===== src/hw/plat_pkg.sv =====
/*
 * Shared sizes and encodings for the accelerator platform.
 * One memory bank of 256 words; addresses wrap modulo MEM_DEPTH.
 * Burst lengths run from 0 to 16, and the fourth opcode is reserved.
 */
package plat_pkg;

    // Word address into the single local memory bank
    localparam int ADDR_W = 8;

    // Number of words in the bank, which must match 2**ADDR_W
    localparam int MEM_DEPTH = 256;

    // Width of a memory word and of the Sum result
    localparam int DATA_W = 32;

    // Burst length field, wide enough to hold 16
    localparam int LEN_W = 5;

    // Host opcodes; 2'b11 is left unassigned and completes like a zero length
    typedef enum logic [1:0] {
        OP_FILL = 2'b00,
        OP_COPY = 2'b01,
        OP_SUM  = 2'b10
    } afu_op_e;

    // AFU controller states
    typedef enum logic [2:0] {
        ST_IDLE  = 3'd0,
        ST_READ  = 3'd1,
        ST_WAIT  = 3'd2,
        ST_WRITE = 3'd3,
        ST_ACK   = 3'd4,
        ST_DRAIN = 3'd5
    } afu_state_e;

endpackage


===== src/hw/local_mem_if.sv =====
/*
 * Single-port local memory bus between the AFU and the bank model.
 * read and write are one-cycle pulses and never high together.
 * rvalid follows a read by exactly one cycle.
 */
`timescale 1ns/100ps

interface local_mem_if;

    // Request side, driven by the AFU
    logic [plat_pkg::ADDR_W-1:0] addr;
    logic [plat_pkg::DATA_W-1:0] wdata;
    logic                        write;
    logic                        read;

    // Response side, driven by the memory model
    logic [plat_pkg::DATA_W-1:0] rdata;
    logic                        rvalid;

    modport afu (
        output addr,
        output wdata,
        output write,
        output read,
        input  rdata,
        input  rvalid
    );

    modport mem (
        input  addr,
        input  wdata,
        input  write,
        input  read,
        output rdata,
        output rvalid
    );

endinterface


===== src/hw/afu_ctrl.sv =====
/*
 * AFU command engine: Fill, Copy and Sum over one local memory bank.
 * Host fields must stay stable while cmd_req is high; one command at a time.
 * Zero lengths and the reserved opcode acknowledge at once with rsp_data 0.
 */
`timescale 1ns/100ps

module afu_ctrl
(
    input  logic                        pClk,
    input  logic                        rst_n,
    input  logic                        cmd_req,
    input  plat_pkg::afu_op_e           cmd_op,
    input  logic [plat_pkg::ADDR_W-1:0] cmd_src,
    input  logic [plat_pkg::ADDR_W-1:0] cmd_dst,
    input  logic [plat_pkg::LEN_W-1:0]  cmd_len,
    input  logic [plat_pkg::DATA_W-1:0] cmd_data,
    output logic                        cmd_ack,
    output logic [plat_pkg::DATA_W-1:0] rsp_data,
    output logic                        load,
    output logic                        step,
    input  logic [plat_pkg::LEN_W-1:0]  offset,
    input  logic                        last,
    local_mem_if.afu                    mem
);

    plat_pkg::afu_state_e state;
    plat_pkg::afu_state_e state_next;

    // Captured command
    plat_pkg::afu_op_e           op_q;
    logic [plat_pkg::ADDR_W-1:0] src_q;
    logic [plat_pkg::ADDR_W-1:0] dst_q;

    // Write data holds the Fill word, or the word just read during a Copy
    logic [plat_pkg::DATA_W-1:0] wdata_q;
    logic [plat_pkg::DATA_W-1:0] acc_q;
    logic [plat_pkg::DATA_W-1:0] acc_sum;

    // Burst offset widened to an address
    logic [plat_pkg::ADDR_W-1:0] offset_addr;

    // Command with nothing to do
    logic                        cmd_empty;

    assign offset_addr = {{(plat_pkg::ADDR_W - plat_pkg::LEN_W){1'b0}}, offset};
    assign acc_sum     = acc_q + mem.rdata;

    assign cmd_empty = (cmd_len == '0) ||
                       ((cmd_op != plat_pkg::OP_FILL) &&
                        (cmd_op != plat_pkg::OP_COPY) &&
                        (cmd_op != plat_pkg::OP_SUM));

    // Counter is loaded as the command is accepted, so offset is 0 next cycle
    assign load = (state == plat_pkg::ST_IDLE) && cmd_req;

    // One step per finished word: each write, or each returned Sum word
    assign step = (state == plat_pkg::ST_WRITE) ||
                  ((state == plat_pkg::ST_WAIT) && mem.rvalid &&
                   (op_q == plat_pkg::OP_SUM));

    assign cmd_ack = (state == plat_pkg::ST_ACK);

    always_comb
    begin
        state_next = state;
        case (state)
            plat_pkg::ST_IDLE:
            begin
                if (cmd_req)
                begin
                    if (cmd_empty)
                        state_next = plat_pkg::ST_ACK;
                    else if (cmd_op == plat_pkg::OP_FILL)
                        state_next = plat_pkg::ST_WRITE;
                    else
                        state_next = plat_pkg::ST_READ;
                end
            end
            plat_pkg::ST_READ:
            begin
                state_next = plat_pkg::ST_WAIT;
            end
            plat_pkg::ST_WAIT:
            begin
                // Hold here until the bank returns the word
                if (mem.rvalid)
                begin
                    if (op_q == plat_pkg::OP_COPY)
                        state_next = plat_pkg::ST_WRITE;
                    else if (last)
                        state_next = plat_pkg::ST_ACK;
                    else
                        state_next = plat_pkg::ST_READ;
                end
            end
            plat_pkg::ST_WRITE:
            begin
                if (last)
                    state_next = plat_pkg::ST_ACK;
                else if (op_q == plat_pkg::OP_FILL)
                    state_next = plat_pkg::ST_WRITE;
                else
                    state_next = plat_pkg::ST_READ;
            end
            plat_pkg::ST_ACK:
            begin
                // The host may hold cmd_req as long as it likes
                if (!cmd_req)
                    state_next = plat_pkg::ST_DRAIN;
            end
            plat_pkg::ST_DRAIN:
            begin
                if (!cmd_req)
                    state_next = plat_pkg::ST_IDLE;
            end
            default:
            begin
                state_next = plat_pkg::ST_IDLE;
            end
        endcase
    end

    always_ff @(posedge pClk or negedge rst_n)
    begin
        if (!rst_n)
        begin
            state    <= plat_pkg::ST_IDLE;
            rsp_data <= '0;
        end
        else
        begin
            state <= state_next;
            // Fill, Copy and empty commands answer 0
            if (load)
                rsp_data <= '0;
            else if (step && (state == plat_pkg::ST_WAIT) && last)
                rsp_data <= acc_sum;
        end
    end

    always_ff @(posedge pClk)
    begin
        if (load)
        begin
            op_q    <= cmd_op;
            src_q   <= cmd_src;
            dst_q   <= cmd_dst;
            wdata_q <= cmd_data;
            acc_q   <= '0;
        end
        else if ((state == plat_pkg::ST_WAIT) && mem.rvalid)
        begin
            if (op_q == plat_pkg::OP_COPY)
                wdata_q <= mem.rdata;
            else
                acc_q <= acc_sum;
        end
    end

    // Memory requests decode straight from the state
    always_comb
    begin
        mem.read  = (state == plat_pkg::ST_READ);
        mem.write = (state == plat_pkg::ST_WRITE);
        mem.wdata = wdata_q;
        // Address arithmetic wraps at the top of the bank
        if (state == plat_pkg::ST_WRITE)
            mem.addr = dst_q + offset_addr;
        else
            mem.addr = src_q + offset_addr;
    end

endmodule


===== src/flat_wrapper.sv =====
// flat-port wrapper written by rule: the top's interface ports become plain ports
module afu_ctrl_flat 
  (pClk, rst_n, cmd_req, cmd_op, cmd_src, cmd_dst, cmd_len, cmd_data, cmd_ack, rsp_data, load, step, offset, last, mem_addr, mem_wdata, mem_write, mem_read, mem_rdata, mem_rvalid);
  local_mem_if mem_i ();
  input  logic pClk;
  input  logic rst_n;
  input  logic cmd_req;
  input  plat_pkg::afu_op_e cmd_op;
  input  logic [plat_pkg::ADDR_W-1:0] cmd_src;
  input  logic [plat_pkg::ADDR_W-1:0] cmd_dst;
  input  logic [plat_pkg::LEN_W-1:0] cmd_len;
  input  logic [plat_pkg::DATA_W-1:0] cmd_data;
  output logic cmd_ack;
  output logic [plat_pkg::DATA_W-1:0] rsp_data;
  output logic load;
  output logic step;
  input  logic [plat_pkg::LEN_W-1:0] offset;
  input  logic last;
  output wire logic [$bits(mem_i.addr)-1:0] mem_addr;
  output wire logic [$bits(mem_i.wdata)-1:0] mem_wdata;
  output wire logic [$bits(mem_i.write)-1:0] mem_write;
  output wire logic [$bits(mem_i.read)-1:0] mem_read;
  input wire logic [$bits(mem_i.rdata)-1:0] mem_rdata;
  input wire logic [$bits(mem_i.rvalid)-1:0] mem_rvalid;
  assign mem_addr = mem_i.addr;
  assign mem_wdata = mem_i.wdata;
  assign mem_write = mem_i.write;
  assign mem_read = mem_i.read;
  assign mem_i.rdata = mem_rdata;
  assign mem_i.rvalid = mem_rvalid;
  afu_ctrl u_core (.pClk(pClk), .rst_n(rst_n), .cmd_req(cmd_req), .cmd_op(cmd_op), .cmd_src(cmd_src), .cmd_dst(cmd_dst), .cmd_len(cmd_len), .cmd_data(cmd_data), .cmd_ack(cmd_ack), .rsp_data(rsp_data), .load(load), .step(step), .offset(offset), .last(last), .mem(mem_i));
endmodule

===== config.mk =====
export PLATFORM = sky130hd
export DESIGN_NAME = afu_ctrl_flat
export DESIGN_NICKNAME = d
export VERILOG_FILES = /design/src/hw/plat_pkg.sv /design/src/hw/local_mem_if.sv /design/src/hw/afu_ctrl.sv /design/src/flat_wrapper.sv
export SDC_FILE = /design/constraint.sdc
export NUM_CORES = 1
export LEC_CHECK = 0
export ABC_AREA = 1
export ABC_CLOCK_PERIOD_IN_PS = 9700
export BUFFER_PORTS_ARGS = -buffer_cell sky130_fd_sc_hd__buf_2
export CORE_ASPECT_RATIO = 0.8
export CORE_MARGIN = 5
export CORE_UTILIZATION = 40
export DETAILED_ROUTE_END_ITERATION = 7
export GPL_TIMING_DRIVEN = 0
export REMOVE_ABC_BUFFERS = 1
export SYNTH_ARGS = -nofsm -noshare
export SYNTH_HDL_FRONTEND = slang
export SYNTH_SLANG_ARGS = --single-unit

===== constraint.sdc =====
create_clock -name pClk -period 9.7 [get_ports pClk]
set_input_delay 2.425 -clock pClk [delete_from_list [all_inputs] [get_ports pClk]]
set_output_delay 2.425 -clock pClk [all_outputs]
set_load 0.01 [all_outputs]

==> impl_metrics.json <==
{
  "cpMostUsedCell": "buf_2",
  "slew_viol_final": 0,
  "worstSetupPathType": "input port to primary output",
  "cp.required_ps": 7280,
  "post-route-period-util_pct": 70.4,
  "multi_input_area_um2": 3540,
  "max_stage_delay_ps": 950,
  "die_width_um": 161,
  "hold_class": "flop to flop",
  "gr-usage-met2_pct": 29.2,
  "rsz0062_at_grt": "false",
  "grt_max_degree": 75,
  "grt.overflow.total": 0,
  "status": "finished clean",
  "synth_seq_area_share_pct": 41.2,
  "synth_edf_count": 50,
  "fmax_mhz": 146,
  "die_h_um": 131,
  "min_period_ps": 6830,
  "use_met1_pct": 27.9,
  "p_total_mw": 2.54,
  "fillers": 1823,
  "root_buffer": "clkbuf_16",
  "seqCellArea_um2": 3020,
  "dr.pass1.iters": 5,
  "crit_chain": "buf_2 -> nand2_2 -> inv_4 -> buf_2",
  "endpoint_kind": "primary output",
  "final_common_cell": "nand2_1",
  "reg2regPathDepth": 5,
  "io_pins": 174,
  "async_flop_share_pct": 29.9,
  "fin_worst_skew_ps": 6.30,
  "use_met3_pct": 4.89,
  "routed_wl_mm": 19.8,
  "ir_worst_vdd_mv": 0.148,
  "start_util_pct": 40.5,
  "drive_above_1_share_pct": 17.6,
  "synth_top_area_share_pct": 23.0,
  "drc_errors": 0,
  "synth-seq-cells": 117,
  "ys.flop_type": "edfxtp_1",
  "regToRegSetupSlack_ps": 6900,
  "drv_cap": 0,
  "grt_busiest_layer": "met2",
  "synth_area_um2": 7320,
  "fin_nets": 1363,
  "wl_per_cell_um": 13.5,
  "synth_area_leaders": "nand2_1, edfxtp_1, dfrtp_1",
  "cts-buffers-inserted": 17,
  "reg2reg_from": "u_core.state[1]",
  "coreArea_um2": 18100,
  "synth_largest_area_cell": "nand2_1",
  "relSlewSlack_pct": 16.4,
  "diodes": 0,
  "hold_depth": 2,
  "first_global_vias": 6446,
  "hold_viol_final": 0,
  "setup_viol": 0,
  "postCtsHoldBufs": 0,
  "avgSynthCellArea_um2": 6.92,
  "grt_pass1_wl_mm": 32.2,
  "clkSinkCount": 117,
  "clk_latency_ps": 420,
  "slowest_stage": "inv_4",
  "area_delta_synth_final_pct": 23.3,
  "dieArea_um2": 21100,
  "dp_hpwl_mm": 14.9,
  "via_per_inst": 4.57,
  "grtUsageTotal_pct": 19.3,
  "hp-start": "u_core.rsp_data[17]",
  "rows": 44,
  "first_iter_violations": 353,
  "critPathArrivalTime_ps": 4400,
  "drtAntennaViolNets": 0,
  "cts_tree": "yes",
  "hold_end": "u_core.rsp_data[17]",
  "power_density_nw_per_um2": 282,
  "antenna_found_initial": 0,
  "cts_resized": 0,
  "final_cell_mix": "nand2_1, buf_2, inv_1",
  "startpoint_type": "input port",
  "leakagePower_nw": 5.28,
  "final_core_util_pct": 50.0,
  "worstMarginPinSlew_ps": 1250,
  "via_count": 6725,
  "gp_congestion": 0.887,
  "cts_setup_buffers": 0,
  "clk_pin_slew_ps": 50,
  "clockBufferDepth": 2,
  "synth_cell_types": 38,
  "io_buffers": 173,
  "postSynthCellCount": 1057,
  "setup-tns-final_ps": 0,
  "cp_max_fo": 74,
  "ctsHtreeMaxLevel": 4,
  "r2r_end": "u_core.op_q[1]",
  "yosys_warnings": 0
}
==> cells by family after synthesis <==
family                   after synthesis  share of synthesized area, %
buffers and inverters                195                          10.5
AO/OA/AOI/OAI                         73                          5.74
flip-flops                           117                          41.2
multiplexers                           2                         0.274
adder cells (fa/ha/maj)               38                          6.70
XOR/XNOR                              22                          2.63
AND/OR/NAND/NOR                      610                          32.9
==> layout make-up <==
class	instances	share of cell area, %
Clock inverter	15	2.23
Clock buffer	17	4.71
Multi-Input combinational cell	745	39.3
Tap cell	230	3.19
Sequential cell	117	33.4
Timing Repair Buffer	174	9.90
Inverter	173	7.25
==> worst max-delay path: cells and delay by family <==
| family | cells | cell delay, ps |
|---|---|---|
| buffers and inverters | 3 | 1340 |
| and+or+nand+nor | 1 | 580 |
==> state kept, by name, indices dropped and copies added (netlist names) <==
name and cells:
u_core.acc_q 32, u_core.dst_q 8, u_core.mem.wdata 32, u_core.op_q 2, u_core.rsp_data 32, u_core.src_q 8
u_core.state 3
==> power by group <==
part,total [mW],switching [mW],leakage (nW),internal (mW)
clock network,0.673,0.242,0.304,0.431
registers,0.729,0.0564,1.21,0.672
logic,1.14,0.750,3.76,0.391
total,2.54,1.05,5.28,1.49
==> synthesized netlist by cell type, types with 2 or more instances <==
cell	n
nand2_1	449
inv_1	169
nor2_1	98
edfxtp_1	50
nand3_1	43
ha_1	36
dfrtp_1	35
dfxtp_1	32
o21ai_0	29
a21oi_1	25
xor2_1	13
buf_2	12
xnor2_1	9
a22o_1	7
nor3_1	7
clkbuf_1	5
a21o_1	3
buf_4	3
inv_2	3
nand2_2	3
o211ai_1	3
a221oi_1	2
and2_1	2
fa_1	2
mux2i_1	2
nand3b_1	2
o21ai_1	2
==> worst max path at each step <==
stage,start,slack (ps),depth (start not counted),endpoint
finish,cmd_req,2870,4,load
CTS,cmd_req,2840,4,load
global placement,cmd_req,1420,4,load
global route,cmd_req,2670,4,load
detailed placement,cmd_req,2830,4,load
floorplan,cmd_req,3240,2,load
==> metal layers <==
layer  routed length [µm]  share of wire [%]
met1                10400                 52
met2                 8060                 41
met3                 1200                6.0
met4                  180               0.91
met5                    0                  0
==> metrics by stage <==
stage	hold WS (ps)	cell area, µm²	worst slack, ps	std cells
final	473	9020	2870	1471
after global routing	502	9020	2670	1471
after CTS	478	9020	2840	1471
after detailed placement	462	8400	2830	1439
after global placement	457	8360	1420	1438
after floorplan	471	7200	3240	1035
Note: power is estimated with default switching activity, not from simulation.
