===== src/hw/plat_pkg.sv =====
/*
 * Shared sizes and encodings for the accelerator platform.
 * One memory bank of 256 words; addresses wrap modulo MEM_DEPTH.
 * Burst lengths run from 0 to 16, and the fourth opcode is reserved.
 */
package plat_pkg;

    // Word address into the single local memory bank
    localparam int ADDR_W = 8;

    // Number of words in the bank, which must match 2**ADDR_W
    localparam int MEM_DEPTH = 256;

    // Width of a memory word and of the Sum result
    localparam int DATA_W = 32;

    // Burst length field, wide enough to hold 16
    localparam int LEN_W = 5;

    // Host opcodes; 2'b11 is left unassigned and completes like a zero length
    typedef enum logic [1:0] {
        OP_FILL = 2'b00,
        OP_COPY = 2'b01,
        OP_SUM  = 2'b10
    } afu_op_e;

    // AFU controller states
    typedef enum logic [2:0] {
        ST_IDLE  = 3'd0,
        ST_READ  = 3'd1,
        ST_WAIT  = 3'd2,
        ST_WRITE = 3'd3,
        ST_ACK   = 3'd4,
        ST_DRAIN = 3'd5
    } afu_state_e;

endpackage


===== src/hw/burst_counter.sv =====
/*
 * Word counter for one burst.
 * offset is 0 in the cycle after load and advances once per step.
 * last is only meaningful for a nonzero loaded length.
 */
`timescale 1ns/100ps

module burst_counter
(
    input  logic                       pClk,
    input  logic                       rst_n,
    input  logic                       load,
    input  logic [plat_pkg::LEN_W-1:0] len,
    input  logic                       step,
    output logic [plat_pkg::LEN_W-1:0] offset,
    output logic                       last
);

    // Length of the burst in flight
    logic [plat_pkg::LEN_W-1:0] len_q;

    always_ff @(posedge pClk or negedge rst_n)
    begin
        if (!rst_n)
        begin
            len_q  <= '0;
            offset <= '0;
        end
        else if (load)
        begin
            // A new burst restarts from word 0
            len_q  <= len;
            offset <= '0;
        end
        else if (step)
        begin
            offset <= offset + 1'b1;
        end
    end

    // Final word of the burst
    // With a zero length the compare never matches, so the AFU skips the burst
    assign last = (offset == len_q - 1'b1);

endmodule


===== config.mk =====
export PLATFORM = sky130hd
export DESIGN_NAME = burst_counter
export DESIGN_NICKNAME = d
export VERILOG_FILES = /design/src/hw/plat_pkg.sv /design/src/hw/burst_counter.sv
export SDC_FILE = /design/constraint.sdc
export NUM_CORES = 1
export LEC_CHECK = 0
export ABC_AREA = 0
export BUFFER_PORTS_ARGS = -buffer_cell sky130_fd_sc_hd__buf_2
export CAP_MARGIN = 5
export CORE_AREA = 2 2 39 41
export CTS_CLUSTER_SIZE = 14
export DETAILED_ROUTE_END_ITERATION = 8
export DIE_AREA = 0 0 41 43
export PLACE_DENSITY_LB_ADDON = 0.05
export SETUP_SLACK_MARGIN = 0.2
export SLEW_MARGIN = 0
export SYNTH_ARGS = -nofsm -noshare
export SYNTH_HDL_FRONTEND = slang
export SYNTH_SLANG_ARGS = --single-unit

===== constraint.sdc =====
create_clock -name pClk -period 1.9 [get_ports pClk]
set_clock_uncertainty 0.15 [all_clocks]
set_input_delay 0.19 -clock pClk [delete_from_list [all_inputs] [get_ports pClk]]
set_output_delay 0.19 -clock pClk [all_outputs]
set_load 0.01 [all_outputs]

==> results of run 1 <==
[state kept, by name, summed over array words and instances (netlist names)]
name    flops
len_q       5
offset      5
[power groups by stage]
stage	logic, mW	registers (mW)	clock network (mW)
floorplan	0.0563	0.246	0
global placement	0.0862	0.248	0
detailed placement	0.0867	0.248	0
CTS	0.0991	0.244	0.141
global route	0.115	0.247	0.157
finish	0.101	0.245	0.136
[cell usage after synthesis (all sizes together)]
| cell | instances | area share |
|---|---|---|
| inv | 2 | 0.014 |
| mux2i | 1 | 0.019 |
| and3b | 1 | 0.017 |
| o211ai | 1 | 0.014 |
| xnor2 | 4 | 0.066 |
| or3 | 1 | 0.012 |
| mux2 | 3 | 0.064 |
| ha | 2 | 0.047 |
| nor2 | 5 | 0.035 |
| nand4 | 2 | 0.024 |
| dfrtp | 10 | 0.47 |
| a311oi | 1 | 0.017 |
| nor3 | 1 | 0.0094 |
| and4bb | 1 | 0.024 |
| o21ai | 3 | 0.028 |
| xor2 | 5 | 0.083 |
| buf | 1 | 0.0094 |
| nand2 | 3 | 0.021 |
| nor2b | 2 | 0.024 |
[routing by layer]
| metal | GRT usage | wire length, um | vias up |
|---|---|---|---|
| li1 | - | - | 207 |
| met2 | 0.2094 | 503 | 5 |
| met5 | 0 | 0 | - |
| met1 | 0.2082 | 460 | 208 |
| met3 | 0.03141 | 23 | 2 |
| met4 | 0.08000 | 5 | 0 |
[path summary, 6_finish.rpt]
| check | startpoint | end | slack [ns] | cells after the start |
|---|---|---|---|---|
| hold reg to reg | len_q[4] | len_q[4] | 0.36 | 1 |
| hold / removal | len[1] | len_q[1] | 0.009 | 3 |
| max in group asynchronous | rst_n | offset[4] | 1.25 | 2 |
| setup reg to reg | offset[0] | offset[4] | 0.62 | 4 |
| min in group asynchronous | rst_n | len_q[2] | 0.17 | 2 |
| setup / recovery | len_q[0] | last | -0.1 | 6 |
[cells by family after synthesis]
logic type / synth area share
adders and majority gates: 0.04727
DFF: 0.4728
muxes: 0.08274
and+or+nand+nor: 0.1655
AOI/OAI and AO/OA: 0.05910
buffers and inverters: 0.02364
xor gates and xnor gates: 0.1489
[tightest hold or removal path, stage by stage]
cell	delay (ns)
buf_2	0.07
nand2_1	0.04
o21ai_1	0.07
[layout make-up]
cell class / count / area (um2)
fillers: 138 / 683.2
multi-input cells: 36 / 292.8
flip-flops and latches: 10 / 250.2
repair buffers: 18 / 107.6
clock buffers: 3 / 22.52
well taps: 16 / 20.02
inverters: 2 / 7.507
[per-stage QoR]
| stage | power [mW] | util | instances | cell area (um2) |
|---|---|---|---|---|
| after detailed placement | 0.3349 | 0.4503 | 78 | 623.1 |
| after global routing | 0.5191 | 0.5063 | 85 | 700.7 |
| after CTS | 0.4847 | 0.5009 | 85 | 693.2 |
| final | 0.4819 | 0.5063 | 85 | 700.7 |
| after floorplan | 0.3028 | - | 49 | 538.0 |
| after global placement | 0.3345 | 0.4503 | 78 | 623.1 |
[timing repair]
| item | 4_1_cts | 5_1_grt |
|---|---|---|
| setup endpoints to repair | 1 | 1 |
| hold buffers | 3 | 0 |
| pin swaps | 1 | 1 |
| resized for setup | 3 | 1 |
| hold endpoints to repair | 12 | 0 |
| setup buffers | 1 | 0 |
==> key figures, run 1 <==
Final layout
  – Share of layout cells above drive strength 1: 0.3333
  – Final nets: 82
  – Antenna Cells: 0
  – Commonest non-fill, non-tap cell in the layout: buf_2
  – Layout area overhead: 32.39%
  – Most frequent cells in the layout: 14 x buf_2, 10 x dfrtp_1, 5 x nor2_1, 4 x xnor2_1, 4 x xor2_1

Clock tree
  – Root buffer cell: clkbuf_4
  – Clock latency on the worst-skew pair: 0.25 ns
  – Number of clock sinks: 10
  – CTS H-Tree Depth: 1
  – Num CTS Buffers: 3
  – CTS tree: done
  – CTS Buffer Depth: 2
  – CTS clk-pin slew, worst paths: around 0.06 ns

Synth
  – Post-Syn Instances: 49
  – Yosys cell types: 20
  – Mean post-synth cell area: 10.80 um2
  – Yosys warns: 0
  – Register area share after synthesis: 0.4728
  – Synth Register Bits: 10
  – Post-Syn Nets: 60
  – Synthesized cell area: about 530 um2

STA
  – Final setup margin: -0.09592 ns
  – F_max: 501.0 MHz
  – Setup_tns: -0.09592 ns
  – Final hold violations: 0
  – Worst slew margin: 0.8138
  – Min Tclk post-route: 1.996 ns
  – Final setup viols: 1
  – Slew at the pin with the worst max-slew slack: 0.2773 ns
  – Final hold slack: slightly above 0.009 ns
  – Crit share post-route: 1.050
  – Final Max Tran Viols: 0
  – Unrepaired setup endpoints after global routing: yes

Placed design
  – Pre-CTS setup slack: 0.1008 ns
  – GPL Wtd Cong: ~0.58
  – PortBufs: 14
  – DPL Wire Length: approximately 770 um

Worst setup path
  – CP max FO: 4
  – Buf/Inv on CP: 2
  – CP delay by family, top: simple AND/OR/NAND/NOR gates
  – Critical path cell sequence: inv_2 > ha_4 > nor2b_1 > or3_1 > a311oi_2 > buf_2
  – Critical Path Start Type: flip-flop
  – CP max stage delay: 0.37 ns
  – Worst setup EP type: output pin
  – Required @ worst endpoint: 1.56 ns
  – Crit Path Category: reg2out
  – Worst EP arrival: between 1.5 and 2 ns
  – Worst-path cell with the longest stage delay: dfrtp_1

Floorplanning
  – Die width: 41 um
  – Core footprint: 1384 um2
  – FP Rows: 14
  – Die area: 1763 um2
  – Initial Util: 0.3825
  – Die height: 43 um
  – I/O pin count: 15

Detailed routing
  – First-pass iteration count of the detailed router: 2
  – Vias/cell: 4.965
  – Vias post-DR: 422
  – Final wirelength: 993 um
  – DR iter-0 viols: 5
  – DR DRC count: 0
  – Detail Route Antenna Nets: 0
  – WL/cell: approximately 12 um

Run status
  – Failing checks: setup timing
  – Outcome: finished with violations

Pwr
  – Pwr/cell area: 687.8 nW/um2
  – Power share of the combinational group: 0.211
  – Clock Power Share: 0.282
  – Pleak: 0.3381 nW
  – Flop pwr share: 0.508
  – Switching share of power: 0.2635
  – VDD IR max: ~0.00030 V
  – Internal Power: 355.0 uW
  – Sw power: 127.0 uW

Global route
  – Largest net degree at the start of global routing: 13
  – Vias in the first global route: 410
  – Initial antenna violation count: 0
  – Total GRT Usage: 0.1493
  – First-pass GRT wire length: 1745 um
  – Overflow after GRT: 0

Run
  – Max cap viols: 0

Hold path
  – Hold Crit Class: in2reg
Power figures use the tool's default switching activity.
==> run 2: changes to the inputs <==
--- a/config.mk
+++ b/config.mk
@@ -5,15 +5,14 @@
 export SDC_FILE = /design/constraint.sdc
 export NUM_CORES = 1
 export LEC_CHECK = 0
-export ABC_AREA = 0
+export ABC_AREA = 1
 export BUFFER_PORTS_ARGS = -buffer_cell sky130_fd_sc_hd__buf_2
 export CAP_MARGIN = 5
-export CORE_AREA = 2 2 39 41
+export CORE_MARGIN = 2
+export CORE_UTILIZATION = 44
 export CTS_CLUSTER_SIZE = 14
 export DETAILED_ROUTE_END_ITERATION = 8
-export DIE_AREA = 0 0 41 43
 export PLACE_DENSITY_LB_ADDON = 0.05
-export SETUP_SLACK_MARGIN = 0.2
 export SLEW_MARGIN = 0
 export SYNTH_ARGS = -nofsm -noshare
 export SYNTH_HDL_FRONTEND = slang
==> key figures, run 2 <==
Run status
  – Outcome: completed

Hold path
  – Hold Crit Class: in2reg
  – Hold path startpoint: load

Clock tree
  – Clock latency on the worst-skew pair: 0.27 ns (+0.02 ns)
  – Num CTS Buffers: 3 (unchanged)
  – CTS Buffer Depth: 2 (unchanged)
  – CTS H-Tree Depth: 1 (unchanged)
  – CTS clk-pin slew, worst paths: 0.07 ns (about the same)
  – CTS tree: done
  – Number of clock sinks: 10 (unchanged)
  – Root buffer cell: clkbuf_4

Synth
  – Synth top area share: 0.4211 (-0.05176)
  – Yosys warns: 0 (unchanged)
  – Post-synthesis async set-or-reset flop share: 1.000 (unchanged)
  – Main synth FF type: dfrtp_1
  – Post-Syn Nets: 95 (+58%)
  – Ranking of synthesized cells by area: dfrtp_1 42%, nand2_1 18%, inv_1 6.9%
  – Register area share after synthesis: 0.4211 (-0.05176)
  – Mean post-synth cell area: 7.075 um2 (-34%)
  – Top post-synthesis cells by count: 29 x nand2_1, 11 x inv_1, 10 x dfrtp_1, 10 x nor2_1
  – Synth area leader: dfrtp_1
  – Number of synthesized flops with an enable pin: 0 (unchanged)
  – Yosys cell types: 16 (-20%)
  – Most common cell in the netlist: nand2_1
  – Synthesized cell area: 594.3 um2 (+12%)
  – Post-Syn Instances: 84 (+71%)
  – Synth Register Bits: 10 (unchanged)

Detailed routing
  – Vias post-DR: 587 (+39%)
  – WL/cell: 10.23 um (-12%)
  – DR DRC count: 0 (unchanged)
  – Detail Route Antenna Nets: 0 (unchanged)
  – First-pass iteration count of the detailed router: 4 (+2)
  – DR iter-0 viols: 9 (+4)
  – Final wirelength: 1268 um (+28%)
  – Vias/cell: 4.734 (-4.6%)

Run
  – Max cap viols: 0 (unchanged)

Worst setup path
  – Buf/Inv on CP: 3 (+1)
  – Worst setup EP type: output pin
  – Worst-path cell with the longest stage delay: dfrtp_1
  – Critical Path Start Type: flip-flop
  – Critical Path Start: len_q[0]
  – Critical path cell sequence: inv_2 > ha_4 > inv_2 > nand2_1 > nand2_1 > nor2_1 > nand3_1 > nor2_1 > buf_2
  – Crit Path Category: reg2out
  – CP max stage delay: 0.37 ns (about the same)
  – Worst EP arrival: 1.47 ns (-0.19 ns)
  – CP max FO: 3 (-1)
  – CP delay by family, top: flip-flops
  – Reg2reg start: offset[0]
  – Required @ worst endpoint: 1.56 ns (about the same)

Pwr
  – Power share of the combinational group: 0.217 (+0.006)
  – Flop pwr share: 0.429 (-0.079)
  – Clock Power Share: 0.354 (+0.072)
  – Switching share of power: 0.2777 (+0.01428)
  – Internal Power: 400.5 uW (+13%)
  – Pleak: 0.4263 nW (+26%)
  – VDD IR max: 0.0004053 V (+33%)
  – Pwr Total: 554.6 uW (+15%)
  – Pwr/cell area: 691.5 nW/um2 (+0.53%)
  – Sw power: 154.0 uW (+21%)

STA
  – Crit share post-route: 0.9549 (-0.09561)
  – Unrepaired setup endpoints after global routing: yes
  – Final setup viols: 0 (-1)
  – Min Tclk post-route: 1.814 ns (-0.1817 ns)
  – F_max: 551.2 MHz (+10%)
  – Final hold violations: 0 (unchanged)
  – Slew at the pin with the worst max-slew slack: 0.2263 ns (-0.05107 ns)
  – Worst slew margin: 0.8492 (+0.03538)
  – Final hold slack: 0.07985 ns (+0.07062 ns)
  – Final Max Tran Viols: 0 (unchanged)

Global route
  – Initial antenna violation count: 0 (unchanged)
  – Vias in the first global route: 462 (+13%)
  – First-pass GRT wire length: 2001 um (+15%)
  – Overflow after GRT: 0 (unchanged)
  – Largest net degree at the start of global routing: 13 (unchanged)
  – Total GRT Usage: 0.1938 (+0.04452)

Final layout
  – Top flop regs: len_q: 5 flops, offset: 5 flops
  – Share of layout cells above drive strength 1: 0.2569 (-0.07645)
  – Layout area overhead: 34.95%
  – Commonest non-fill, non-tap cell in the layout: nand2_1
  – Antenna Cells: 0 (unchanged)
  – Final nets: 121 (+48%)
  – Most frequent cells in the layout: 29 x nand2_1, 14 x buf_2, 10 x nor2_1, 10 x dfrtp_1, 8 x inv_1
  – Filler cell count: 115 (-17%)

Placed design
  – DPL Wire Length: 906.9 um (+18%)
  – PortBufs: 14 (unchanged)
  – GPL Wtd Cong: 0.7746 (+33%)

Floorplanning
  – Die area: 1661 um2 (-5.8%)
  – Die height: 40.75 um (-5.2%)
  – Die width: 40.75 um (-0.61%)
  – Initial Util: 0.4625 (+0.08005)
  – FP Rows: 13 (-1)
  – Core footprint: 1285 um2 (-7.1%)
  – I/O pin count: 15 (unchanged)
run 2: cells by family after synthesis:
logic type                 count (synthesis)  synth area share
buffers and inverters                     13           0.08420
adders and majority gates                  2           0.04210
AOI/OAI and AO/OA                          9           0.07577
xor gates and xnor gates                   3           0.04422
and+or+nand+nor                           47            0.3326
DFF                                       10            0.4211
run 2: worst paths after layout:
path	end	slack (ns)	depth (start not counted)
max	last	0.09	9
min	offset[1]	0.08	2
max reg2reg	offset[4]	0.62	5
min reg2reg	len_q[1]	0.41	2
max in group asynchronous	offset[4]	1.26	2
min in group asynchronous	offset[1]	0.16	2
run 2: repair_timing:
item | CTS | global route
hold buffers | 6 | 0
setup endpoints to repair | 0 | 1
resized for setup | 0 | 5
buffers inserted | 0 | 2
hold endpoints to repair | 15 | 0
run 2: power by group through the flow:
stage	registers [mW]	logic (mW)	clock network [mW]
2_1_floorplan	0.241	0.0667	0
3_3_place_gp	0.241	0.0977	0
3_5_place_dp	0.241	0.0979	0
4_1_cts	0.237	0.107	0.199
5_1_grt	0.240	0.138	0.209
6_report	0.238	0.120	0.196
run 2: cell type report:
cell class / count / area, um2 / share of cell area
Multi-Input combinational cell: 61 / 306.5 / 0.3822
Timing Repair Buffer: 22 / 145.1 / 0.1810
Tap cell: 15 / 18.77 / 0.02340
Clock buffer: 4 / 36.28 / 0.04524
Sequential cell: 10 / 250.2 / 0.3120
Inverter: 12 / 45.04 / 0.05616
run 2: per-layer routing:
metal	vias to the layer above	routed length, um	part of all wire	track usage
li1	311	-	-	-
met1	263	585	0.46	0.2500
met2	11	626	0.49	0.2976
met3	2	44	0.035	0.04891
met4	0	12	0.0095	0.1000
met5	-	0	0	0
run 2: per-stage QoR:
step	instances	setup slack [ns]	utilization	cell area [um2]	TNS [ns]
floorplan	84	0.4378	-	594.3	0
global placement	112	0.3380	0.5278	678.2	0
detailed placement	112	0.3198	0.5278	678.2	0
CTS	122	0.01891	0.6027	774.5	0
global route	124	-0.01088	0.6241	802.0	-0.01088
finish	124	0.08574	0.6241	802.0	0
